`src/hdl/comp_consts.svh`:
```
`ifndef COMP_CONSTS_SVH
`define COMP_CONSTS_SVH

// data path
`define COMP_WIDTH      32
`define COMP_ADR_BITS   16   // word address

// word memory
`define MEM_ADDR_SIZE   10   // 1024 words

// address map, top nibble of the word address
// a top nibble of 0 selects the memory
`define REGION_IO       4'hF

// i/o field, address bits 11:8
`define IO_TIMER        4'h0
`define IO_GPIO         4'h1

`endif

```
`src/hdl/comp_pkg.sv`:
```
`default_nettype none
`include "comp_consts.svh"

package comp_pkg;

   typedef struct packed {
      logic                      cyc;
      logic                      stb;
      logic                      we;
      logic [`COMP_ADR_BITS-1:0] adr;
      logic [`COMP_WIDTH-1:0]    dat;
   } wb_req_t;

   typedef struct packed {
      logic                   ack;
      logic [`COMP_WIDTH-1:0] dat;
   } wb_rsp_t;

   typedef enum logic [1:0] {
      REGION_MEM,
      REGION_TIMER,
      REGION_GPIO,
      REGION_NONE
   } region_e;

   // timer registers, adr[2:0]
   typedef enum logic [2:0] {
      TMR_CTRL  = 3'd0,
      TMR_PRESC = 3'd1,
      TMR_ARR   = 3'd2,
      TMR_CTR   = 3'd3,
      TMR_STAT  = 3'd4
   } timer_reg_e;

   // gpio registers, adr[2:0]
   typedef enum logic [2:0] {
      GPIO_I = 3'd0,
      GPIO_J = 3'd1,
      GPIO_A = 3'd2,
      GPIO_B = 3'd3,
      GPIO_C = 3'd4,
      GPIO_D = 3'd5
   } gpio_reg_e;

endpackage

`default_nettype wire

```
`src/hdl/addr_dec.sv`:
```
`timescale 1ns/1ns
`default_nettype none
`include "comp_consts.svh"

module addr_dec import comp_pkg::*; (
   input  wire          clk,
   input  wire          reset,
   input  wire wb_req_t wb_req,
   output region_e      region,
   input  wire wb_rsp_t mem_rsp,
   input  wire wb_rsp_t tmr_rsp,
   input  wire wb_rsp_t gpio_rsp,
   output wb_rsp_t      wb_rsp
);

   logic [3:0] top;
   logic [3:0] io_field;
   logic       none_go;
   logic       none_ack;   // own ack for unmapped space
   logic       none_done;

   assign top      = wb_req.adr[`COMP_ADR_BITS-1 -: 4];
   assign io_field = wb_req.adr[11:8];

   always_comb begin
      if (top == 4'h0)
         region = REGION_MEM;
      else if (top == `REGION_IO) begin
         case (io_field)
            `IO_TIMER: region = REGION_TIMER;
            `IO_GPIO:  region = REGION_GPIO;
            default:   region = REGION_NONE;
         endcase
      end else
         region = REGION_NONE;
   end

   assign none_go = (region == REGION_NONE) && wb_req.cyc && wb_req.stb
                    && !none_ack && !none_done;

   always_ff @(posedge clk) begin
      if (reset) begin
         none_ack  <= 1'b0;
         none_done <= 1'b0;
      end else begin
         none_ack  <= none_go;   // writes dropped
         none_done <= wb_req.stb && (none_done || none_ack);
      end
   end

   // response of the selected slave back to the master
   always_comb begin
      case (region)
         REGION_MEM:   wb_rsp = mem_rsp;
         REGION_TIMER: wb_rsp = tmr_rsp;
         REGION_GPIO:  wb_rsp = gpio_rsp;
         default:      wb_rsp = '{ack: none_ack, dat: '0};
      endcase
   end

   a_one_ack: assert property (@(posedge clk) disable iff (reset)
      $onehot0({mem_rsp.ack, tmr_rsp.ack, gpio_rsp.ack, none_ack}));

   a_ack_cyc: assert property (@(posedge clk) disable iff (reset)
      wb_rsp.ack |-> wb_req.cyc);

endmodule

`default_nettype wire

```
`config.mk`:
```
export PLATFORM = sky130hd
export DESIGN_NAME = addr_dec
export DESIGN_NICKNAME = d
export VERILOG_FILES = /design/src/hdl/comp_pkg.sv /design/src/hdl/addr_dec.sv
export VERILOG_INCLUDE_DIRS = /design/src /design/src/hdl
export SDC_FILE = /design/constraint.sdc
export NUM_CORES = 1
export LEC_CHECK = 0
export ABC_CLOCK_PERIOD_IN_PS = 1300
export BUFFER_PORTS_ARGS = -buffer_cell sky130_fd_sc_hd__buf_2
export CAP_MARGIN = 5
export CORE_AREA = 3 3 71 73
export DETAILED_ROUTE_END_ITERATION = 10
export DIE_AREA = 0 0 74 76
export PLACE_DENSITY = 0.64
export SETUP_SLACK_MARGIN = 0.05
export SYNTH_ARGS = -nofsm -noshare
export SYNTH_HDL_FRONTEND = slang
export SYNTH_SLANG_ARGS = --single-unit
```
`constraint.sdc`:
```
create_clock -name clk -period 1.3 [get_ports clk]
set_input_delay 0.065 -clock clk [delete_from_list [all_inputs] [get_ports clk]]
set_output_delay 0.065 -clock clk [all_outputs]
set_load 0.01 [all_outputs]
```
==> impl_metrics.py <==
metrics = {
    "run_status": {
        "outcome": "complete, no violations",
    },
    "clock_tree": {
        "clk_pin_slew_worst_paths_ns": 0.02,
        "cts_max_level": 1,
        "worstSkewPairLatency_ns": 0.21,
        "cts.path.max_buffers": 2,
        "cts-root-buf": "clkbuf_8",
        "cts_buffers": 3,
        "cts_tree": "yes",
        "postCtsHoldBufs": 0,
        "post_cts_buffers": 0,
        "cts_sinks": 2,
    },
    "logic_synthesis": {
        "yosys_warnings": 0,
        "ys_types": 21,
        "avgSynthCellArea_sq_um": 7.231,
        "syn_area_sq_um": 918.4,
        "syn_inst": 127,
        "yosysSeqAreaShare_pct": 4.360,
        "ys_ff_latch": 2,
        "synthesis.nets": 279,
    },
    "drt": {
        "vias": 1442,
        "drc_errors": 0,
        "drtPass1Iterations": 2,
        "wl_per_cell_um": 11.42,
        "vias_per_cell": 4.464,
        "drt-total-wl_um": 3688,
        "drtIter0Drc": 31,
        "ant_nets": 0,
    },
    "global_routing": {
        "first_global_vias": 1361,
        "grt_use_total_pct": 11.98,
        "grt_max_degree": 36,
        "antenna_found_initial": 0,
        "grt_pass1_wl_um": 5623,
        "grt.overflow.total": 0,
    },
    "power_and_ir_drop": {
        "cellPowerDensity_nw_per_um2": 376.4,
        "power_mw": 0.6668,
        "power_leakage_nw": 1.037,
        "irDropWorstVdd_mv": 0.4588,
    },
    "sta": {
        "tns_ns": 0,
        "fin_crit_sh_pct": 91.88,
        "slew_viol_final": 0,
        "finalSetupViolations": 0,
        "slew_headroom_pct": 83.08,
        "max_freq_mhz": 837.2,
        "worstMarginPinSlew_ns": 0.2519,
        "finalHoldViolations": 0,
        "fin_worst_skew_ns": 0.003323,
        "layout_min_cycle_time_ns": 1.194,
        "rsz0062_at_grt": "true",
    },
    "worst_setup_path": {
        "crit_arrival_ns": 1.13,
        "criticalPathCategory": "in2out",
        "required_ns": 1.24,
        "reg2regPathDepth": 3,
        "start_kind": "primary input",
        "end_kind": "primary output",
        "crit_path_max_fanout": 3,
    },
    "final_layout": {
        "multiInputGateArea_sq_um": 809.5,
        "final_cell_area_sq_um": 1772,
        "fillers": 452,
        "insertedDiodeCount": 0,
        "syn2layout_area_growth_pct": 92.92,
        "fin_nets": 425,
        "drive_above_1_share_pct": 65.68,
        "regArea_sq_um": 40.04,
    },
    "floorplan": {
        "fp.coreArea_sq_um": 4414,
        "die_w_um": 74,
        "rows": 24,
        "initial_utilization_pct": 20.80,
        "ios": 187,
        "die_h_um": 76,
        "die-area_sq_um": 5624,
    },
    "worst_hold_path": {
        "holdCritPathClass": "in2reg",
        "whs_path_depth": 3,
    },
    "flow_run": {
        "max-cap-violations": 0,
    },
    "placement": {
        "place_area_sq_um": 1719,
        "gp_congestion": 0.6734,
        "numPortBuffers": 145,
        "hpwl_um": 3145,
    },
}
-- power by group --
part,switching (mW),internal (mW)
Clock,0.0447,0.195
Sequential,0.000847,0.0640
Combinational,0.152,0.210
Total,0.197,0.469
-- synth_stat cells --
| cell type | n | share of area (%) |
|---|---|---|
| nor4_1 | 1 | 0.68 |
| nand4bb_1 | 1 | 1.2 |
| nand2b_1 | 1 | 0.68 |
| nor4_4 | 1 | 2.3 |
| nor2b_1 | 1 | 0.68 |
| nor2_1 | 3 | 1.2 |
| o21ai_2 | 19 | 18 |
| buf_2 | 7 | 3.8 |
| o21ai_0 | 3 | 1.6 |
| dfxtp_1 | 2 | 4.4 |
| o21a_1 | 1 | 0.82 |
| or2_1 | 1 | 0.68 |
| a22oi_1 | 1 | 0.82 |
| mux2i_1 | 32 | 35 |
| buf_6 | 4 | 4.9 |
| o211ai_1 | 2 | 1.6 |
| o21ai_1 | 10 | 5.4 |
| nand2_1 | 34 | 14 |
| or4_1 | 1 | 0.82 |
| nand3b_1 | 1 | 0.82 |
| a21oi_1 | 1 | 0.54 |
-- cell usage in the layout, fill, tap and decap left out, types with 2 or more instances in the layout --
cell type and n:
nor2_1 3, buf_12 3, o21ai_2 19, o21ai_0 2, o21ai_1 11, dfxtp_1 2, clkbuf_8 3, nand2_1 34
buf_2 145, o211ai_1 2, buf_4 4, mux2i_1 32
-- worst max-delay path, cell delays in order --
cell	delay, ns
buf_2	0.12
or4_4	0.55
a22oi_2	0.13
o211ai_1	0.10
buf_2	0.15
-- sequential cells by signal, summed over array words and instances (netlist names) --
signal and flops:
none_done 1, none_ack 1
-- cells by family (layout without fill, tap and decap cells) --
family,count (synthesis),in the layout,synth area share (%)
AND/OR/NAND/NOR,45,45,23.03
AO/OA/AOI/OAI,37,37,29.02
buffers and inverters,11,155,8.719
multiplexers,32,32,34.88
flip-flops,2,2,4.360
-- stage by stage --
step,util [%],instances,hold slack [ns],setup slack (ns)
after floorplan,-,127,0.1844,0.2358
after global placement,38.95,320,0.2954,0.01612
after detailed placement,38.95,320,0.2941,-0.009959
after CTS,40.02,323,0.07708,0.07585
after global routing,40.14,323,0.09291,0.01588
final,40.14,323,0.07990,0.1056
-- path summary, 6_finish.rpt --
path	endpoint	slack (ns)	start
worst max-delay path	wb_rsp[32]	0.11	wb_req[44]
worst min-delay path	none_ack$_SDFF_PP0_	0.08	wb_req[50]
worst max register to register	none_ack$_SDFF_PP0_	0.57	none_ack$_SDFF_PP0_
worst min register to register	none_done$_SDFF_PP0_	0.47	none_done$_SDFF_PP0_
-- what timing repair did --
| action | 4_1_cts | 5_1_grt |
|---|---|---|
| gates cloned | 0 | 0 |
| hold endpoints to repair | 0 | 0 |
| gates resized for setup | 2 | 2 |
| pin swaps | 0 | 1 |
| endpoints found under the setup margin | 29 | 10 |
-- per-layer routing --
metal | track usage, % | share of wire, %
met5 | 0 | 0
met4 | 3.986 | 0.62
met3 | 1.979 | 14
met2 | 22.96 | 50
met1 | 12.62 | 36
-- layout make-up --
type	count	share of cell area [%]
Clock buffer	3	2.331
Timing Repair Buffer	152	46.05
Tap cell	52	3.672
Sequential cell	2	2.260
Multi-Input combinational cell	114	45.69
Power figures use the tool's default switching activity.
