<file path="src/hdl/comp_consts.svh">
`ifndef COMP_CONSTS_SVH
`define COMP_CONSTS_SVH

// data path
`define COMP_WIDTH      32
`define COMP_ADR_BITS   16   // word address

// word memory
`define MEM_ADDR_SIZE   10   // 1024 words

// address map, top nibble of the word address
// a top nibble of 0 selects the memory
`define REGION_IO       4'hF

// i/o field, address bits 11:8
`define IO_TIMER        4'h0
`define IO_GPIO         4'h1

`endif

</file>
<file path="src/hdl/comp_pkg.sv">
`default_nettype none
`include "comp_consts.svh"

package comp_pkg;

   typedef struct packed {
      logic                      cyc;
      logic                      stb;
      logic                      we;
      logic [`COMP_ADR_BITS-1:0] adr;
      logic [`COMP_WIDTH-1:0]    dat;
   } wb_req_t;

   typedef struct packed {
      logic                   ack;
      logic [`COMP_WIDTH-1:0] dat;
   } wb_rsp_t;

   typedef enum logic [1:0] {
      REGION_MEM,
      REGION_TIMER,
      REGION_GPIO,
      REGION_NONE
   } region_e;

   // timer registers, adr[2:0]
   typedef enum logic [2:0] {
      TMR_CTRL  = 3'd0,
      TMR_PRESC = 3'd1,
      TMR_ARR   = 3'd2,
      TMR_CTR   = 3'd3,
      TMR_STAT  = 3'd4
   } timer_reg_e;

   // gpio registers, adr[2:0]
   typedef enum logic [2:0] {
      GPIO_I = 3'd0,
      GPIO_J = 3'd1,
      GPIO_A = 3'd2,
      GPIO_B = 3'd3,
      GPIO_C = 3'd4,
      GPIO_D = 3'd5
   } gpio_reg_e;

endpackage

`default_nettype wire

</file>
<file path="src/hdl/timer.sv">
`timescale 1ns/1ns
`default_nettype none
`include "comp_consts.svh"

module timer import comp_pkg::*; (
   input  wire          clk,
   input  wire          reset,
   input  wire          sel,
   input  wire wb_req_t wb_req,
   output wb_rsp_t      wb_rsp,
   output logic         irq
);

   logic                   go;
   logic                   wr;
   logic                   ack;
   logic                   done;
   logic [`COMP_WIDTH-1:0] rdata;
   logic [1:0]             ctrl;      // bit 0 enable, bit 1 irq enable
   logic [`COMP_WIDTH-1:0] presc;
   logic [`COMP_WIDTH-1:0] arr;
   logic [`COMP_WIDTH-1:0] ctr;
   logic [`COMP_WIDTH-1:0] psc;       // prescale count
   logic                   reached;
   logic                   tick;
   timer_reg_e             reg_sel;

   assign go      = sel && wb_req.cyc && wb_req.stb && !ack && !done;
   assign wr      = go && wb_req.we;
   assign reg_sel = timer_reg_e'(wb_req.adr[2:0]);
   assign tick    = ctrl[0] && (psc >= presc);

   always_ff @(posedge clk) begin
      if (reset) begin
         ack  <= 1'b0;
         done <= 1'b0;
      end else begin
         ack  <= go;
         done <= wb_req.stb && (done || ack);
      end
   end

   always_ff @(posedge clk) begin
      if (reset) begin
         ctrl    <= '0;
         presc   <= '0;
         arr     <= '0;
         ctr     <= '0;
         psc     <= '0;
         reached <= 1'b0;
      end else begin
         psc <= (ctrl[0] && !tick) ? psc + 1'b1 : '0;
         if (tick) begin
            // auto-reload at ARR
            if (ctr == arr) begin
               ctr     <= '0;
               reached <= 1'b1;
            end else
               ctr <= ctr + 1'b1;
         end
         if (wr) begin
            case (reg_sel)
               TMR_CTRL:  ctrl  <= wb_req.dat[1:0];
               TMR_PRESC: presc <= wb_req.dat;
               TMR_ARR:   arr   <= wb_req.dat;
               TMR_CTR:   ctr   <= wb_req.dat;   // direct load
               TMR_STAT: begin
                  if (wb_req.dat[0])
                     reached <= 1'b0;             // write 1 to clear
               end
               default: ;
            endcase
         end
      end
   end

   always_ff @(posedge clk) begin
      if (go) begin
         case (reg_sel)
            TMR_CTRL:  rdata <= {{(`COMP_WIDTH-2){1'b0}}, ctrl};
            TMR_PRESC: rdata <= presc;
            TMR_ARR:   rdata <= arr;
            TMR_CTR:   rdata <= ctr;
            TMR_STAT:  rdata <= {{(`COMP_WIDTH-1){1'b0}}, reached};
            default:   rdata <= '0;
         endcase
      end
   end

   assign wb_rsp = '{ack: ack, dat: rdata};
   assign irq    = reached && ctrl[1];

   a_ctr_range: assert property (@(posedge clk) disable iff (reset)
      ctrl[0] && (arr != '0) && (ctr <= arr) && !wr |=> ctr <= arr);

endmodule

`default_nettype wire

</file>
<file path="config.mk">
export PLATFORM = sky130hd
export DESIGN_NAME = timer
export DESIGN_NICKNAME = d
export VERILOG_FILES = /design/src/hdl/comp_pkg.sv /design/src/hdl/timer.sv
export VERILOG_INCLUDE_DIRS = /design/src /design/src/hdl
export SDC_FILE = /design/constraint.sdc
export NUM_CORES = 1
export LEC_CHECK = 0
export ABC_AREA = 1
export BUFFER_PORTS_ARGS = -buffer_cell sky130_fd_sc_hd__buf_2
export CAP_MARGIN = 20
export CORE_MARGIN = 2
export CORE_UTILIZATION = 50
export CTS_BUF_LIST = sky130_fd_sc_hd__clkbuf_2 sky130_fd_sc_hd__clkbuf_4 sky130_fd_sc_hd__clkbuf_8
export DETAILED_ROUTE_END_ITERATION = 6
export PLACE_DENSITY_LB_ADDON = 0.25
export SKIP_LAST_GASP = 1
export SLEW_MARGIN = 20
export SYNTH_ARGS = -nofsm -noshare
export SYNTH_HDL_FRONTEND = slang
export SYNTH_SLANG_ARGS = --single-unit
</file>
<file path="constraint.sdc">
create_clock -name clk -period 3.3 [get_ports clk]
set_clock_uncertainty 0.2 [all_clocks]
set_input_delay 0.495 -clock clk [delete_from_list [all_inputs] [get_ports clk]]
set_output_delay 0.495 -clock clk [all_outputs]
set_load 0.05 [all_outputs]
</file>
==> impl_metrics.prom <==
# TYPE chip_impl_metric gauge
chip_impl_metric{name="synthCells",unit=""} 1439
chip_impl_info{name="critical-path-top-delay-family",value="simple AND/OR/NAND/NOR gates"} 1
chip_impl_info{name="setup.worst_path.start_class",value="flip-flop"} 1
chip_impl_info{name="tritoncts_clock_tree",value="built"} 1
chip_impl_metric{name="route.final.wire_length",unit="mm"} 27.4
chip_impl_metric{name="period_minus_slack",unit="ns"} 2.50
chip_impl_metric{name="post_synth_mux_area_share",unit=""} 0
chip_impl_metric{name="track_usage",unit=""} 0.278
chip_impl_metric{name="r2r_cells",unit=""} 13
chip_impl_metric{name="maxCapViolCount",unit=""} 0
chip_impl_metric{name="synthXorXnorAreaFrac",unit=""} 0.0335
chip_impl_metric{name="wl_met3",unit="mm"} 1.70
chip_impl_metric{name="synth_seq_cells",unit=""} 165
chip_impl_metric{name="cts_htree_levels",unit=""} 4
chip_impl_info{name="rsz0062_at_grt",value="false"} 1
chip_impl_metric{name="grt_antenna_before_repair",unit=""} 0
chip_impl_metric{name="timing_worst_slew_pin_value",unit="ns"} 0.842
chip_impl_info{name="synth.top_cells.by_area",value="sky130_fd_sc_hd__dfxtp_1, sky130_fd_sc_hd__nand2_1, sky130_fd_sc_hd__edfxtp_1, sky130_fd_sc_hd__inv_1, sky130_fd_sc_hd__o21ai_0"} 1
chip_impl_metric{name="timing.critical_path.required",unit="ns"} 3.53
chip_impl_metric{name="dieWidth",unit="um"} 143
chip_impl_metric{name="timing.final.ws_setup",unit="ns"} 0.797
chip_impl_info{name="run_status",value="completed"} 1
chip_impl_metric{name="wirelength_met1",unit="mm"} 12.2
chip_impl_metric{name="globalplace.congestion",unit=""} 0.985
chip_impl_info{name="root_cell_of_the_clock_tree",value="sky130_fd_sc_hd__clkbuf_8"} 1
chip_impl_metric{name="setup_violations",unit=""} 0
chip_impl_info{name="worst_hold_check_path_type",value="input port to flip-flop"} 1
chip_impl_metric{name="critical_path_peak_fanout",unit=""} 8
chip_impl_info{name="worstReg2RegStart",value="ctr[0]"} 1
chip_impl_metric{name="grt_first_pass_wirelength",unit="mm"} 44.0
chip_impl_info{name="yosysMostFrequentCell",value="sky130_fd_sc_hd__nand2_1"} 1
chip_impl_info{name="critical_path.endpoint",value="ctr[28]"} 1
chip_impl_info{name="synth_area_leader_cell",value="sky130_fd_sc_hd__dfxtp_1"} 1
chip_impl_metric{name="post_cts_hold_buffer_count",unit=""} 0
chip_impl_metric{name="worstSkewPairLatency",unit="ns"} 0.48
chip_impl_metric{name="final_hold_viol_count",unit=""} 0
chip_impl_metric{name="arrival_time_reported_for_the_critical_path_endpoint",unit="ns"} 2.73
chip_impl_metric{name="ios",unit=""} 88
chip_impl_info{name="crit_type",value="flip-flop to flip-flop"} 1
chip_impl_metric{name="route.detailed.vias_per_inst",unit=""} 5.23
chip_impl_metric{name="fin_util",unit=""} 0.564
chip_impl_metric{name="cts_inserted_buffers",unit=""} 17
chip_impl_metric{name="worstPathBufferInverterCount",unit=""} 3
chip_impl_metric{name="die_area",unit="um2"} 20500
chip_impl_metric{name="mappedNetlistArea",unit="um2"} 9680
chip_impl_metric{name="syn_avg_cell_area",unit="um2"} 6.73
chip_impl_metric{name="synth-compound-area-share",unit=""} 0.137
chip_impl_info{name="slowest_stage",value="sky130_fd_sc_hd__dfxtp_1"} 1
chip_impl_metric{name="total_leakage_power",unit="nW"} 4.46
chip_impl_metric{name="synth-warning-count",unit=""} 0
chip_impl_metric{name="drtIter0Drc",unit=""} 704
chip_impl_metric{name="detailroute.wirelength.met2",unit="mm"} 12.8
chip_impl_info{name="critical_path.endpoint_type",value="flip-flop"} 1
chip_impl_metric{name="r2r_setup_slack",unit="ns"} 0.80
chip_impl_metric{name="post_route_cells_drive_above_1_share",unit=""} 0.107
chip_impl_metric{name="synth-async-reset-ratio",unit=""} 0
chip_impl_metric{name="synth_adder_area_share",unit=""} 0.0439
chip_impl_metric{name="timing.final.max_slew_violations",unit=""} 0
chip_impl_metric{name="cts.reportedPaths.clkPinSlew",unit="ns"} 0.10
chip_impl_metric{name="post_cts.repair.setup_buffers",unit=""} 0
chip_impl_metric{name="drtAntennaViolNets",unit=""} 0
chip_impl_info{name="top_layer",value="met4"} 1
chip_impl_info{name="synth_top_flop_cell",value="sky130_fd_sc_hd__dfxtp_1"} 1
chip_impl_metric{name="ir_worst_vdd",unit="mV"} 0.271
chip_impl_metric{name="powerDensity",unit="nW/um2"} 362
chip_impl_info{name="timing.critical_path.cells",value="ha_1 -> inv_1 -> nor2_1 -> inv_1 -> nor2_1 -> nand2_1 -> nand2_1 -> nand2_1 -> nor2_1 -> nand3_1 -> nand3_1 -> nand2_1 -> inv_1"} 1
chip_impl_metric{name="vias",unit=""} 9177
chip_impl_metric{name="fp.dieH",unit="um"} 143
chip_impl_info{name="r2r-end",value="ctr[28]"} 1
chip_impl_metric{name="critical_path_cell_count",unit=""} 13
chip_impl_metric{name="synth_simple_gate_area_frac",unit=""} 0.300
chip_impl_metric{name="synth_enable_flop_cells",unit=""} 32
chip_impl_metric{name="detailedRoute.firstPassIterationCount",unit=""} 5
chip_impl_metric{name="via_count_of_the_first_global_routing_pass",unit=""} 8269
chip_impl_metric{name="post-route-drc-count",unit=""} 0
chip_impl_metric{name="port-buffer-count",unit=""} 74
chip_impl_metric{name="grt_max_degree",unit=""} 64
chip_impl_metric{name="synthesis.nets",unit=""} 1527
chip_impl_metric{name="n_antenna_cell",unit=""} 0
chip_impl_info{name="critPathMostFrequentCell",value="sky130_fd_sc_hd__nand2_1"} 1
chip_impl_metric{name="wl_per_cell",unit="um"} 15.6
chip_impl_info{name="synth_top_family_by_area",value="simple AND/OR/NAND/NOR gates"} 1
chip_impl_metric{name="timing.critical_path.slowest_cell_delay",unit="ns"} 0.55
chip_impl_metric{name="area.growth.synth_to_final",unit="%"} 9.76
chip_impl_metric{name="seq_area_frac_synth",unit=""} 0.374
chip_impl_metric{name="dp_slack",unit="ns"} 0.875
chip_impl_metric{name="worst_slew_margin_rel",unit=""} 0.438
chip_impl_metric{name="core",unit="um2"} 18800
chip_impl_metric{name="synthDistinctLibCells",unit=""} 40
chip_impl_metric{name="synthDominantCellAreaShare",unit=""} 0.275
chip_impl_info{name="startpoint",value="ctr[0]"} 1
chip_impl_metric{name="fin_worst_hold_slack",unit="ns"} 0.0621
chip_impl_metric{name="nNetsFinal",unit=""} 1571
chip_impl_metric{name="start_util",unit=""} 0.514
chip_impl_metric{name="setup_tns",unit="ns"} 0
chip_impl_metric{name="clock_sinks",unit=""} 165
chip_impl_metric{name="post_cts_gate_resize_count",unit=""} 0
chip_impl_metric{name="num_rows",unit=""} 50
chip_impl_metric{name="share_of_the_clock_period_used_by_the_worst_path_after_layout",unit=""} 0.758
chip_impl_metric{name="clk_path_buf_depth",unit=""} 2
chip_impl_metric{name="max_freq",unit="GHz"} 0.400
chip_impl_info{name="synthTopCellsByCount",value="sky130_fd_sc_hd__nand2_1, sky130_fd_sc_hd__inv_1, sky130_fd_sc_hd__nor2_1"} 1
chip_impl_metric{name="grt_overflow",unit=""} 0
chip_impl_metric{name="place_hpwl",unit="mm"} 20.3
worst min-delay path by stage:
stage | startpoint | to | cells past startpoint
after CTS | wb_req[49] | done | 3
after floorplan | done | ack | 1
final | wb_req[49] | done | 3
after detailed placement | psc[0] | psc[0] | 1
after global placement | psc[0] | psc[0] | 1
after global routing | wb_req[49] | done | 3
layout make-up:
| type | instances | area [um2] |
|---|---|---|
| fillers | 1824 | 8200 |
| multi-input cells | 1000 | 5000 |
| flip-flops and latches | 165 | 3620 |
| inverters | 210 | 788 |
| repair buffers | 89 | 508 |
| well taps | 260 | 325 |
| clock buffers | 22 | 278 |
| clock inverters | 10 | 98.8 |
power by group:
group | internal [mW] | switching, mW | total (mW)
combinational | 0.0814 | 0.234 | 0.316
sequential | 2.06 | 0.0131 | 2.08
clock | 0.655 | 0.797 | 1.45
logic make-up after synthesis:
logic type | Yosys count
flip-flops | 165
buffers and inverters | 274
XOR/XNOR | 37
adder cells (fa/ha/maj) | 34
AND/OR/NAND/NOR | 686
AO/OA/AOI/OAI | 243
registers in the layout, indices dropped and copies added (netlist names):
register and flops:
ack 1, psc 32, presc 32, ctrl 2, reached 1, done 1, rdata 32, arr 32
ctr 32
layout by cell type, fill, tap and decap left out, types with 4 or more instances in the layout:
cell type                  count
sky130_fd_sc_hd__nand4_1       8
sky130_fd_sc_hd__nand2_2       6
sky130_fd_sc_hd__nor2_1      149
sky130_fd_sc_hd__nand2_1     370
sky130_fd_sc_hd__o221ai_1     14
sky130_fd_sc_hd__nor2_4        4
sky130_fd_sc_hd__inv_1       197
sky130_fd_sc_hd__nor3_1       19
sky130_fd_sc_hd__ha_1         34
sky130_fd_sc_hd__or2_0         4
sky130_fd_sc_hd__edfxtp_1     32
sky130_fd_sc_hd__buf_4        13
sky130_fd_sc_hd__a21oi_1      94
sky130_fd_sc_hd__o21ai_0     113
sky130_fd_sc_hd__clkbuf_8     18
sky130_fd_sc_hd__dfxtp_1     133
sky130_fd_sc_hd__nor4_1        4
sky130_fd_sc_hd__buf_2        74
sky130_fd_sc_hd__nand3_1     100
sky130_fd_sc_hd__clkbuf_4      4
sky130_fd_sc_hd__a22oi_1      17
sky130_fd_sc_hd__inv_2        13
sky130_fd_sc_hd__xor2_1       26
sky130_fd_sc_hd__xnor2_1      11
routing by layer:
| metal | vias up | track usage |
|---|---|---|
| met4 | 0 | 0.0907 |
| li1 | 4693 | - |
| met5 | - | 0 |
| met3 | 47 | 0.0476 |
| met1 | 4140 | 0.376 |
| met2 | 297 | 0.452 |
worst reg2reg max path: stages (launching register included):
cell and delay (ns):
sky130_fd_sc_hd__dfxtp_1 0.55, sky130_fd_sc_hd__ha_1 0.33, sky130_fd_sc_hd__inv_1 0.08, sky130_fd_sc_hd__nor2_1 0.27, sky130_fd_sc_hd__inv_1 0.14, sky130_fd_sc_hd__nor2_1 0.31, sky130_fd_sc_hd__nand2_1 0.09, sky130_fd_sc_hd__nand2_1 0.06
sky130_fd_sc_hd__nand2_1 0.04, sky130_fd_sc_hd__nor2_1 0.09, sky130_fd_sc_hd__nand3_1 0.07, sky130_fd_sc_hd__nand3_1 0.10, sky130_fd_sc_hd__nand2_1 0.06, sky130_fd_sc_hd__inv_1 0.04
metrics by stage:
| stage | power, mW | instances | instance area (um2) |
|---|---|---|---|
| floorplan | 2.33 | 1439 | 9680 |
| global placement | 2.43 | 1724 | 10200 |
| detailed placement | 2.44 | 1724 | 10200 |
| CTS | 3.85 | 1756 | 10600 |
| global route | 3.98 | 1756 | 10600 |
| finish | 3.85 | 1756 | 10600 |
No activity file was read; power rests on OpenSTA's default activity.
