### config.mk
export PLATFORM = sky130hd
export DESIGN_NAME = gpio
export DESIGN_NICKNAME = d
export VERILOG_FILES = /design/src/hdl/comp_pkg.sv /design/src/hdl/gpio.sv
export VERILOG_INCLUDE_DIRS = /design/src /design/src/hdl
export SDC_FILE = /design/constraint.sdc
export NUM_CORES = 1
export LEC_CHECK = 0
export BUFFER_PORTS_ARGS = -buffer_cell sky130_fd_sc_hd__buf_4
export CORE_MARGIN = 3
export CORE_UTILIZATION = 44
export CTS_CLUSTER_SIZE = 30
export DETAILED_ROUTE_END_ITERATION = 6
export PLACE_DENSITY_LB_ADDON = 0.3
export SYNTH_ARGS = -nofsm -noshare
export SYNTH_HDL_FRONTEND = slang
export SYNTH_SLANG_ARGS = --single-unit
### constraint.sdc
create_clock -name clk -period 2.43 [get_ports clk]
set_input_delay 0.1215 -clock clk [delete_from_list [all_inputs] [get_ports clk]]
set_output_delay 0.1215 -clock clk [all_outputs]
set_load 0.02 [all_outputs]
### src/hdl/comp_consts.svh
`ifndef COMP_CONSTS_SVH
`define COMP_CONSTS_SVH

// data path
`define COMP_WIDTH      32
`define COMP_ADR_BITS   16   // word address

// word memory
`define MEM_ADDR_SIZE   10   // 1024 words

// address map, top nibble of the word address
// a top nibble of 0 selects the memory
`define REGION_IO       4'hF

// i/o field, address bits 11:8
`define IO_TIMER        4'h0
`define IO_GPIO         4'h1

`endif

### src/hdl/comp_pkg.sv
`default_nettype none
`include "comp_consts.svh"

package comp_pkg;

   typedef struct packed {
      logic                      cyc;
      logic                      stb;
      logic                      we;
      logic [`COMP_ADR_BITS-1:0] adr;
      logic [`COMP_WIDTH-1:0]    dat;
   } wb_req_t;

   typedef struct packed {
      logic                   ack;
      logic [`COMP_WIDTH-1:0] dat;
   } wb_rsp_t;

   typedef enum logic [1:0] {
      REGION_MEM,
      REGION_TIMER,
      REGION_GPIO,
      REGION_NONE
   } region_e;

   // timer registers, adr[2:0]
   typedef enum logic [2:0] {
      TMR_CTRL  = 3'd0,
      TMR_PRESC = 3'd1,
      TMR_ARR   = 3'd2,
      TMR_CTR   = 3'd3,
      TMR_STAT  = 3'd4
   } timer_reg_e;

   // gpio registers, adr[2:0]
   typedef enum logic [2:0] {
      GPIO_I = 3'd0,
      GPIO_J = 3'd1,
      GPIO_A = 3'd2,
      GPIO_B = 3'd3,
      GPIO_C = 3'd4,
      GPIO_D = 3'd5
   } gpio_reg_e;

endpackage

`default_nettype wire

### src/hdl/gpio.sv
`timescale 1ns/1ns
`default_nettype none
`include "comp_consts.svh"

module gpio import comp_pkg::*; (
   input  wire                      clk,
   input  wire                      reset,
   input  wire                      sel,
   input  wire wb_req_t             wb_req,
   output wb_rsp_t                  wb_rsp,
   input  wire [`COMP_WIDTH-1:0]    porti,
   input  wire [`COMP_WIDTH-1:0]    portj,
   output logic [`COMP_WIDTH-1:0]   porta,
   output logic [`COMP_WIDTH-1:0]   portb,
   output logic [`COMP_WIDTH-1:0]   portc,
   output logic [`COMP_WIDTH-1:0]   portd
);

   logic                   go;
   logic                   wr;
   logic                   ack;
   logic                   done;
   logic [`COMP_WIDTH-1:0] rdata;
   logic [`COMP_WIDTH-1:0] i_meta;
   logic [`COMP_WIDTH-1:0] i_sync;
   logic [`COMP_WIDTH-1:0] j_meta;
   logic [`COMP_WIDTH-1:0] j_sync;
   gpio_reg_e              reg_sel;

   assign go      = sel && wb_req.cyc && wb_req.stb && !ack && !done;
   assign wr      = go && wb_req.we;
   assign reg_sel = gpio_reg_e'(wb_req.adr[2:0]);

   // two-flop synchronisers on the input pins
   always_ff @(posedge clk) begin
      i_meta <= porti;
      i_sync <= i_meta;
      j_meta <= portj;
      j_sync <= j_meta;
   end

   always_ff @(posedge clk) begin
      if (reset) begin
         ack  <= 1'b0;
         done <= 1'b0;
      end else begin
         ack  <= go;
         done <= wb_req.stb && (done || ack);
      end
   end

   always_ff @(posedge clk) begin
      if (reset) begin
         porta <= '0;
         portb <= '0;
         portc <= '0;
         portd <= '0;
      end else if (wr) begin
         case (reg_sel)
            GPIO_A:  porta <= wb_req.dat;
            GPIO_B:  portb <= wb_req.dat;
            GPIO_C:  portc <= wb_req.dat;
            GPIO_D:  portd <= wb_req.dat;
            default: ;   // inputs are read only
         endcase
      end
   end

   always_ff @(posedge clk) begin
      if (go) begin
         case (reg_sel)
            GPIO_I:  rdata <= i_sync;
            GPIO_J:  rdata <= j_sync;
            GPIO_A:  rdata <= porta;
            GPIO_B:  rdata <= portb;
            GPIO_C:  rdata <= portc;
            GPIO_D:  rdata <= portd;
            default: rdata <= '0;
         endcase
      end
   end

   assign wb_rsp = '{ack: ack, dat: rdata};

   // a held stb gets no second ack
   a_ack_once: assert property (@(posedge clk) disable iff (reset)
      ack ##1 wb_req.stb |=> !ack);

endmodule

`default_nettype wire

==> qor.txt, run 1 <==
Status -> completed
Power density over the cells -> 712 nW/um^2
Deepest level of the CTS H-tree -> 1
Post-CTS Hold Buffers -> 97
Hold depth -> 3
Nets -> 1289
Setup crit end kind -> flip-flop
Share of cells above drive strength 1 -> 30.9%
CTS resizes -> 0
GP Congestion -> 0.796
Crit start category -> flip-flop
Core area -> 22800 sq um
Reg power frac -> 48.4%
Via count -> 7519
Drc violations -> 0
Clk_lat worst skew -> 540 ps
Max Cap Viol -> 0
Initial antenna violation count -> 0
Slowest stage cell, crit path -> nand3_4
TritonCTS clock tree -> built
Final worst path period share -> 76.2%
Clock Path Buffers -> 3
Area Overhead vs Synth -> 41.7%
Commonest cells after routing, fill and taps aside -> 285 x buf_4, 258 x dfxtp_1, 163 x nand2b_1
VDD IR max -> 0.481 mV
Arrival @ worst endpoint -> 2300 ps
Sequential share of the synthesized area -> 59.7%
Relative slew slack -> 42.8%
Clock network power share -> 44.8%
Cells after Synth -> 812
Int Power -> 8130 uW
CP peak stage delay -> 620 ps
Combinational Power Share -> 6.8%
Fin Setup TNS -> 0 ps
Total CTS buffers -> 30
#FFs+latches synth -> 290
Worst Hold Class -> input pin to flip-flop
Largest net degree at the start of global routing -> 74
WP depth -> 3
Final Hold Vio Count -> 0
Commonest non-fill, non-tap cell in the layout -> buf_4
Post-Syn Area -> 10300 sq um
Synth cell types -> 35
Synth top area share -> 50.4%
Post-CTS Setup Inserts -> 0
Vias in the first global route -> 7606
CTS Sinks -> 290
Post-DP HPWL -> 18.3 mm
WL final -> 29.1 mm
Avg Inst Size Synth -> 12.6 sq um
GR Overflow Total -> 0
Cell family with most CP delay -> simple AND/OR/NAND/NOR gates
Initial DRC count -> 356
Fin. max-slew vios -> 0
Sw Ratio -> 21.4%
Top cells by area, synth -> dfxtp_1 50%, mux2i_1 16%, nand2b_1 9.9%
Critical path class -> flip-flop to flip-flop
First-pass GRT wire length -> 43.3 mm
CP Data Required Time -> 2870 ps
NetSw -> 2210 uW
Final hold slack -> 61.7 ps
CP cell instances -> and4bb_2 -> nand3_4 -> mux2i_1
Antenna diodes -> 0
Crit path buf inv count -> 0
Site Rows -> 55
WL/cell -> 19.3 um
Min Tclk post-route -> 1850 ps
PnR Total Power -> 10300 uW
YS warnings -> 0
Worst Reg-to-Reg Cells -> 3
Die Area -> 25200 sq um
Syn Nets -> 930
GRT Total Usage -> 22.2%
Die Wd -> 159 um
Max Clk Rate -> 540 MHz
Yosys top cell by area -> dfxtp_1
I/O pins -> 279
Chip Height -> 159 um
Slew @ Worst Pin -> 858 ps
Unrepaired setup endpoints after global routing -> false
Clk_skew -> 7.64 ps
Starting Density -> 45.0%
Final setup fails -> 0
Vias per cell -> 4.99
Leakage -> 0.00666 uW
PortBufs -> 265
CTS root buf -> clkbuf_16
Largest fanout on the critical path -> 32
Routed Antenna Nets -> 0
CTS clk-pin slew, worst paths -> 60 ps
Initial DRT Pass Iterations -> 5
-- logic make-up after synthesis --
family	after synthesis	synth area share [%]
flip-flops	290	59.7
AND/OR/NAND/NOR	189	11.8
multiplexers	185	19.2
AO/OA/AOI/OAI	79	5.75
buffers and inverters	69	3.47
-- stage by stage --
step / area (sq um) / util [%] / std cells / setup WS (ps)
after global placement: 12500 / 55.0 / 1355 / 626
after global routing: 14500 / 63.8 / 1508 / 495
after detailed placement: 12500 / 55.0 / 1355 / 540
final: 14500 / 63.8 / 1508 / 579
after CTS: 14500 / 63.8 / 1508 / 591
after floorplan: 10300 / - / 812 / 707
-- Yosys cell counts --
library cell and number:
o22ai_1 22, nor2_1 1, buf_6 7, o32a_1 1, dfxtp_1 258, nand2b_1 163
and3b_1 2, a221o_1 2, buf_4 5, o221ai_1 7, mux2i_1 160, o21a_1 2
mux2_2 17, edfxtp_1 32, o32ai_1 2, buf_2 20, nor2_2 1, nand4_1 1
nand2_1 3, nand3_2 1, nor2b_1 5, and4bb_2 1, inv_1 11, nand3_4 1
nand3_1 1, nor3b_4 1, a21oi_1 3, a22oi_1 24, nor3b_1 1, mux4_2 8
and2_1 2, and3_1 5, o21ai_0 2, clkbuf_1 26, a2bb2oi_1 14
-- power groups by stage --
stage	Sequential, uW	Clock (uW)	Combinational [uW]
4_1_cts	5010	4740	701
2_1_floorplan	5120	0	287
3_5_place_dp	5110	0	571
5_1_grt	5020	4900	752
3_3_place_gp	5110	0	565
6_report	5010	4630	704
-- layout make-up --
class                      instances  area [sq um]
multi-input combinational        453          3780
timing repair buffer             385          3170
clock inverter                    13           130
fill                            1728          8250
tap                              313           392
inverter                          11          41.3
sequential                       290          6130
clock buffer                      43           892
-- state kept, by name, indices dropped and copies added (netlist names) --
register  flops
portc        32
portb        32
i_meta       32
ack           1
portd        32
rdata        32
i_sync       32
j_meta       32
porta        32
j_sync       32
done          1
-- tightest hold or removal path: cells and delay by family --
kind / cells / cell delay [ps]
buffers and inverters: 1 / 240
and+or+nand+nor: 1 / 140
muxes: 1 / 60
-- worst paths after layout --
check | from | endpoint | slack, ps
setup / recovery | ack$_SDFF_PP0_ | portd[6]$_SDFFE_PP0P_ | 580
hold / removal | reset | portb[13]$_SDFFE_PP0P_ | 60
setup reg to reg | ack$_SDFF_PP0_ | portd[6]$_SDFFE_PP0P_ | 580
hold reg to reg | i_meta[19]$_DFF_P_ | i_sync[19]$_DFF_P_ | 320
-- routing by layer --
| metal | part of all wire [%] | wire length (um) | GRT usage [%] | up-vias |
|---|---|---|---|---|
| met3 | 6.8 | 1990 | 4.81 | 63 |
| met2 | 47 | 13600 | 37.1 | 259 |
| met4 | 3.3 | 954 | 7.33 | 0 |
| met1 | 43 | 12500 | 28.9 | 3634 |
| li1 | - | - | - | 3563 |
| met5 | 0 | 0 | 0 | - |
No activity file was read; power rests on OpenSTA's default activity.
==> run 2: changes to the inputs <==
==> constraint.sdc (replaced) <==
create_clock -name clk -period 1.59 [get_ports clk]
set_input_delay 0.0795 -clock clk [delete_from_list [all_inputs] [get_ports clk]]
set_output_delay 0.0795 -clock clk [all_outputs]
set_load 0.02 [all_outputs]
==> run 2 against run 1 <==
Against the previous run: design area is 0.78% higher; wire length about the same; register-to-register slack lost 460 ps; non-clock buffer count up 13; sequential power up 53%; sequential share of layout area is 0.33 points lower; worst setup slack worse by 460 ps; sequential cell count unchanged; clock skew is 8.6 ps higher; cell count increased by 0.73%; critical path depth rose by 1; count of clock-buffer cells in the layout grew 6; largest cell class unchanged.
==> qor.txt, run 2 (synthesis results as in run 1) <==
Critical R2R Launch -> ack$_SDFF_PP0_
Commonest cells after routing, fill and taps aside -> 289 x buf_4, 258 x dfxtp_1, 163 x nand2b_1
GRT Total Usage -> 22.2% (-0.041 points)
VDD IR max -> 0.898 mV (+87%)
Via count -> 7513 (-0.080%)
CTS resizes -> 0 (unchanged)
Final instance area -> 14600 sq um (+0.78%)
Critical path class -> flip-flop to flip-flop
PortBufs -> 265 (unchanged)
Vias per cell -> 4.95 (-0.80%)
Nets -> 1301 (+0.93%)
Post-DP HPWL -> 19.4 mm (+5.9%)
Initial DRT Pass Iterations -> 4 (-1)
Worst Reg-to-Reg Cells -> 4 (+1)
Max Clk Rate -> 680 MHz (+26%)
Initial DRC count -> 322 (-9.6%)
Largest net degree at the start of global routing -> 53 (-28%)
I/O pins -> 279 (unchanged)
CTS root buf -> clkbuf_16
Initial antenna violation count -> 0 (unchanged)
Fin Setup TNS -> 0 ps (unchanged)
Clk_lat worst skew -> 540 ps (about the same)
Setup crit end kind -> flip-flop
Final worst setup slack -> 119 ps (-460 ps)
Number of cells after detailed placement -> 1368 (+0.96%)
Leakage -> 0.00672 uW (+0.95%)
CTS Sinks -> 290 (unchanged)
Drc violations -> 0 (unchanged)
Crit start category -> flip-flop
Max Cap Viol -> 0 (unchanged)
Core area -> 22800 sq um (unchanged)
First-pass GRT wire length -> 43.6 mm (+0.75%)
Total CTS buffers -> 29 (-3.3%)
Deepest level of the CTS H-tree -> 1 (unchanged)
Largest fanout on the critical path -> 18 (-44%)
Routed Antenna Nets -> 0 (unchanged)
Commonest non-fill, non-tap cell in the layout -> buf_4
Worst setup endpoint -> porta[27]$_SDFFE_PP0P_
CTS clk-pin slew, worst paths -> 60 ps (about the same)
Worst Hold Class -> input pin to flip-flop
GR Overflow Total -> 0 (unchanged)
Die Wd -> 159 um (unchanged)
Share of cells above drive strength 1 -> 30.9% (+0.050 points)
Fin cells -> 1519 (+0.73%)
Vias in the first global route -> 7736 (+1.7%)
Cell Area, Placed -> 12700 sq um (+1.7%)
TritonCTS clock tree -> built
Setup WS pre-CTS -> 59.5 ps (-481 ps)
CP Launch Point -> ack$_SDFF_PP0_
Die Area -> 25200 sq um (unchanged)
Final Hold Vio Count -> 0 (unchanged)
Post-CTS Setup Inserts -> 0 (unchanged)
Slew @ Worst Pin -> 821 ps (-36.8 ps)
WL final -> 29.1 mm (about the same)
Fin. max-slew vios -> 0 (unchanged)
FF-to-FF End -> porta[27]$_SDFFE_PP0P_
Unrepaired setup endpoints after global routing -> false
Starting Density -> 45.0% (unchanged)
FF-to-FF setup slack -> 120 ps (-460 ps)
Final worst path period share -> 92.5% (+16 points)
Antenna diodes -> 0 (unchanged)
Site Rows -> 55 (unchanged)
Relative slew slack -> 45.1% (+2.3 points)
Area Overhead vs Synth -> 42.8%
Chip Height -> 159 um (unchanged)
Clk_skew -> 16.2 ps (+8.59 ps)
Final setup fails -> 0 (unchanged)
Min Tclk post-route -> 1470 ps (-380 ps)
Clock Path Buffers -> 3 (unchanged)
Arrival @ worst endpoint -> 1930 ps (-370 ps)
Power density over the cells -> 1050 nW/um^2 (+48%)
Status -> completed
CP Data Required Time -> 2050 ps (-820 ps)
WL/cell -> 19.1 um (-0.74%)
GP Congestion -> 0.801 (+0.53%)
==> run 2: cell types whose count changed in the layout (fill, tap and decap cells not counted), sizes merged <==
cell	delta
buf	+13
clkinvlp	-3
clkinv	-3
bufinv	-1
inv	-1
clkbuf	+6
==> run 2: how the worst min path moves through the flow <==
stage          depth (start not counted)  slack, ps        from                  to
2_1_floorplan                          0        110    porti[0]   i_meta[0]$_DFF_P_
3_3_place_gp                           1        180   portj[11]  j_meta[11]$_DFF_P_
3_5_place_dp                           1        180   porti[17]  i_meta[17]$_DFF_P_
4_1_cts                                3         60       reset      ack$_SDFF_PP0_
5_1_grt                                3        120  wb_req[33]  rdata[8]$_DFFE_PP_
6_report                               3         90       reset      ack$_SDFF_PP0_
==> run 2: area by class of cell <==
| cell class | count | area, sq um |
|---|---|---|
| Clock buffer | 49 | 872 |
| Clock inverter | 5 | 53.8 |
| Fill cell | 1701 | 8140 |
| Inverter | 11 | 41.3 |
| Multi-Input combinational cell | 453 | 3780 |
| Sequential cell | 290 | 6130 |
| Tap cell | 313 | 392 |
| Timing Repair Buffer | 398 | 3380 |
==> run 2: power by group <==
part	switching [uW]	internal, uW	leakage, uW	total [uW]
clock	2740	3880	0.000453	6620
combinational	482	628	0.00381	1110
sequential	58.8	7600	0.00246	7660
==> run 2: metrics by stage <==
| step | power (uW) | hold WS, ps | utilization (%) |
|---|---|---|---|
| finish | 15400 | 94.9 | 64.3 |
| CTS | 15500 | 62.8 | 64.3 |
| detailed placement | 8730 | 185 | 56.0 |
| global route | 15900 | 115 | 64.3 |
| global placement | 8720 | 184 | 56.0 |
| floorplan | 8270 | 107 | - |
==> run 2: metal layers <==
| metal | track usage, % | wire length (um) | vias to the layer above | share of wire, % |
|---|---|---|---|---|
| li1 | - | - | 3587 | - |
| met1 | 28.8 | 12700 | 3605 | 44 |
| met2 | 36.6 | 13400 | 259 | 46 |
| met3 | 5.41 | 2040 | 62 | 7.0 |
| met4 | 7.29 | 932 | 0 | 3.2 |
| met5 | 0 | 0 | - | 0 |
==> run 2: critical path, stage by stage, from the launching register on <==
cell and delay (ps):
dfxtp_1 320, and4bb_2 390, and3_2 270, buf_12 220
mux2i_1 210
==> run 2: timing repair <==
action | 4_1_cts | 5_1_grt
endpoints found under the setup margin | 0 | 0
endpoints found under the hold margin | 193 | 0
hold buffers | 97 | 0
==> run 3: changes to the inputs <==
--- a/config.mk
+++ b/config.mk
@@ -11,6 +11,7 @@
 export CORE_UTILIZATION = 44
 export CTS_CLUSTER_SIZE = 30
 export DETAILED_ROUTE_END_ITERATION = 6
+export GPL_TIMING_DRIVEN = 0
 export PLACE_DENSITY_LB_ADDON = 0.3
 export SYNTH_ARGS = -nofsm -noshare
 export SYNTH_HDL_FRONTEND = slang
==> run 3 against run 2 <==
Against the previous run: global-route usage increased by 4.6 points; design area about the same; utilization about the same; die area unchanged; sequential cell count unchanged; sequential share of layout area about the same; worst setup slack got worse by 83 ps; total power increased by 3.2%; count of clock-buffer cells in the layout decreased by 3; cell count increased by 1.4%; sequential power about the same; largest cell class unchanged.
==> qor.txt, run 3 (synthesis results as in run 1) <==
WL final -> 35.2 mm (+21%)
Vias in the first global route -> 7973 (+3.1%)
Drc violations -> 0 (unchanged)
Fin. max-slew vios -> 0 (unchanged)
CP Data Required Time -> 1830 ps (-220 ps)
Critical path class -> input pin to flip-flop
First-pass GRT wire length -> 49.9 mm (+14%)
Largest net degree at the start of global routing -> 34 (-36%)
Setup crit end kind -> flip-flop
CTS Sinks -> 290 (unchanged)
CTS clk-pin slew, worst paths -> 60 ps (about the same)
Final worst path period share -> 97.7% (+5.2 points)
Final instance area -> 14600 sq um (about the same)
Total CTS buffers -> 29 (unchanged)
Clk_lat worst skew -> 560 ps (+20 ps)
Initial antenna violation count -> 1 (+1)
GRT Total Usage -> 26.8% (+4.6 points)
GP Congestion -> 0.808 (+0.96%)
Deepest level of the CTS H-tree -> 1 (unchanged)
Commonest non-fill, non-tap cell in the layout -> buf_4
Power density over the cells -> 1090 nW/um^2 (+3.3%)
Area Overhead vs Synth -> 42.7% (about the same)
Clk_skew -> 20.8 ps (+4.61 ps)
Starting Density -> 45.0% (unchanged)
Crit start category -> input pin
Final Hold Vio Count -> 0 (unchanged)
WL/cell -> 22.8 um (+19%)
Slowest stage cell, crit path -> clkbuf_1
Nets -> 1323 (+1.7%)
TritonCTS clock tree -> built
Relative slew slack -> 35.4% (-9.8 points)
Initial DRT Pass Iterations -> 6 (+2)
Cell Area, Placed -> 12600 sq um (-0.96%)
GR Overflow Total -> 0 (unchanged)
CP peak stage delay -> 770 ps (+380 ps)
Antenna diodes -> 0 (unchanged)
Max Cap Viol -> 0 (unchanged)
Max Clk Rate -> 644 MHz (-5.3%)
VDD IR max -> 0.845 mV (-6.0%)
Slew @ Worst Pin -> 969 ps (+148 ps)
Leakage -> 0.00672 uW (about the same)
Status -> completed
FILL cells -> 1753 (+3.1%)
Unrepaired setup endpoints after global routing -> true
Die Area -> 25200 sq um (unchanged)
Routed Antenna Nets -> 0 (unchanged)
Via count -> 7882 (+4.9%)
Final setup fails -> 0 (unchanged)
Min Tclk post-route -> 1550 ps (+82.8 ps)
Fin Setup TNS -> 0 ps (unchanged)
Post-DP HPWL -> 22.7 mm (+17%)
Arrival @ worst endpoint -> 1790 ps (-140 ps)
Setup WS pre-CTS -> -466 ps (-525 ps)
Commonest cells after routing, fill and taps aside -> 272 x buf_4, 258 x dfxtp_1, 163 x nand2b_1
Cell family with most CP delay -> buffers and inverters
Vias per cell -> 5.11 (+3.4%)
PortBufs -> 263 (-0.75%)
Initial DRC count -> 427 (+33%)
Crit path buf inv count -> 4 (+3)
CP cell instances -> buf_4 -> buf_2 -> buf_2 -> clkbuf_1 -> o22ai_1
Finished Core Util -> 64.3% (about the same)
I/O pins -> 279 (unchanged)
CP most frequent cell -> buf_2
Core area -> 22800 sq um (unchanged)
Chip Height -> 159 um (unchanged)
CTS root buf -> clkbuf_16
Die Wd -> 159 um (unchanged)
Worst Hold Class -> input pin to flip-flop
Share of cells above drive strength 1 -> 30.5% (-0.39 points)
Final worst setup slack -> 36.3 ps (-82.8 ps)
Site Rows -> 55 (unchanged)
Largest fanout on the critical path -> 10 (-8)
Clock Path Buffers -> 3 (unchanged)
==> run 3: final timing paths <==
path | from | to | slack (ps) | depth (start not counted)
setup / recovery | wb_req[34] | rdata[27]$_DFFE_PP_ | 40 | 5
setup reg to reg | ack$_SDFF_PP0_ | porta[26]$_SDFFE_PP0P_ | 40 | 5
hold reg to reg | j_meta[26]$_DFF_P_ | j_sync[26]$_DFF_P_ | 320 | 0
hold / removal | wb_req[34] | rdata[20]$_DFFE_PP_ | 140 | 4
==> run 3: power by group <==
part	switching, uW	leakage (uW)	internal [uW]
clock network	2860	0.000495	4190
logic	578	0.00376	594
registers	61.6	0.00246	7600
total	3500	0.00672	12400
==> run 3: cell type report <==
| cell class | count | area [sq um] | area share [%] |
|---|---|---|---|
| tap | 313 | 392 | 2.68 |
| sequential | 290 | 6130 | 41.9 |
| buffer | 58 | 339 | 2.32 |
| timing repair buffer | 362 | 2960 | 20.2 |
| inverter | 11 | 41.3 | 0.282 |
| clock inverter | 8 | 93.8 | 0.641 |
| clock buffer | 46 | 901 | 6.16 |
| multi-input combinational | 453 | 3780 | 25.8 |
==> run 3: stage by stage <==
| step | instances | total power, uW | hold slack [ps] |
|---|---|---|---|
| 2_1_floorplan | 812 | 8270 | 107 |
| 3_3_place_gp | 1388 | 8760 | 184 |
| 3_5_place_dp | 1388 | 8780 | 185 |
| 4_1_cts | 1540 | 15900 | 106 |
| 5_1_grt | 1541 | 16300 | 146 |
| 6_report | 1541 | 15900 | 141 |
==> run 3: tightest hold or removal path, delay by kind of cell <==
family	cells	cell delay, ps
AOI/OAI and AO/OA	2	240
buffers and inverters	1	110
and+or+nand+nor	1	80
==> run 3: timing repair <==
action,in CTS,in global routing
pin swaps,1,0
gates resized for setup,4,7
hold buffers,97,0
buffers inserted,1,1
hold endpoints to repair,193,0
setup endpoints to repair,64,68
==> run 3: metal layers <==
layer  routed length [um]  global-route usage (%)
met3                 2490                    6.17
met4                  988                    7.17
met5                   14                       0
met2                16800                    45.4
met1                14900                    34.7
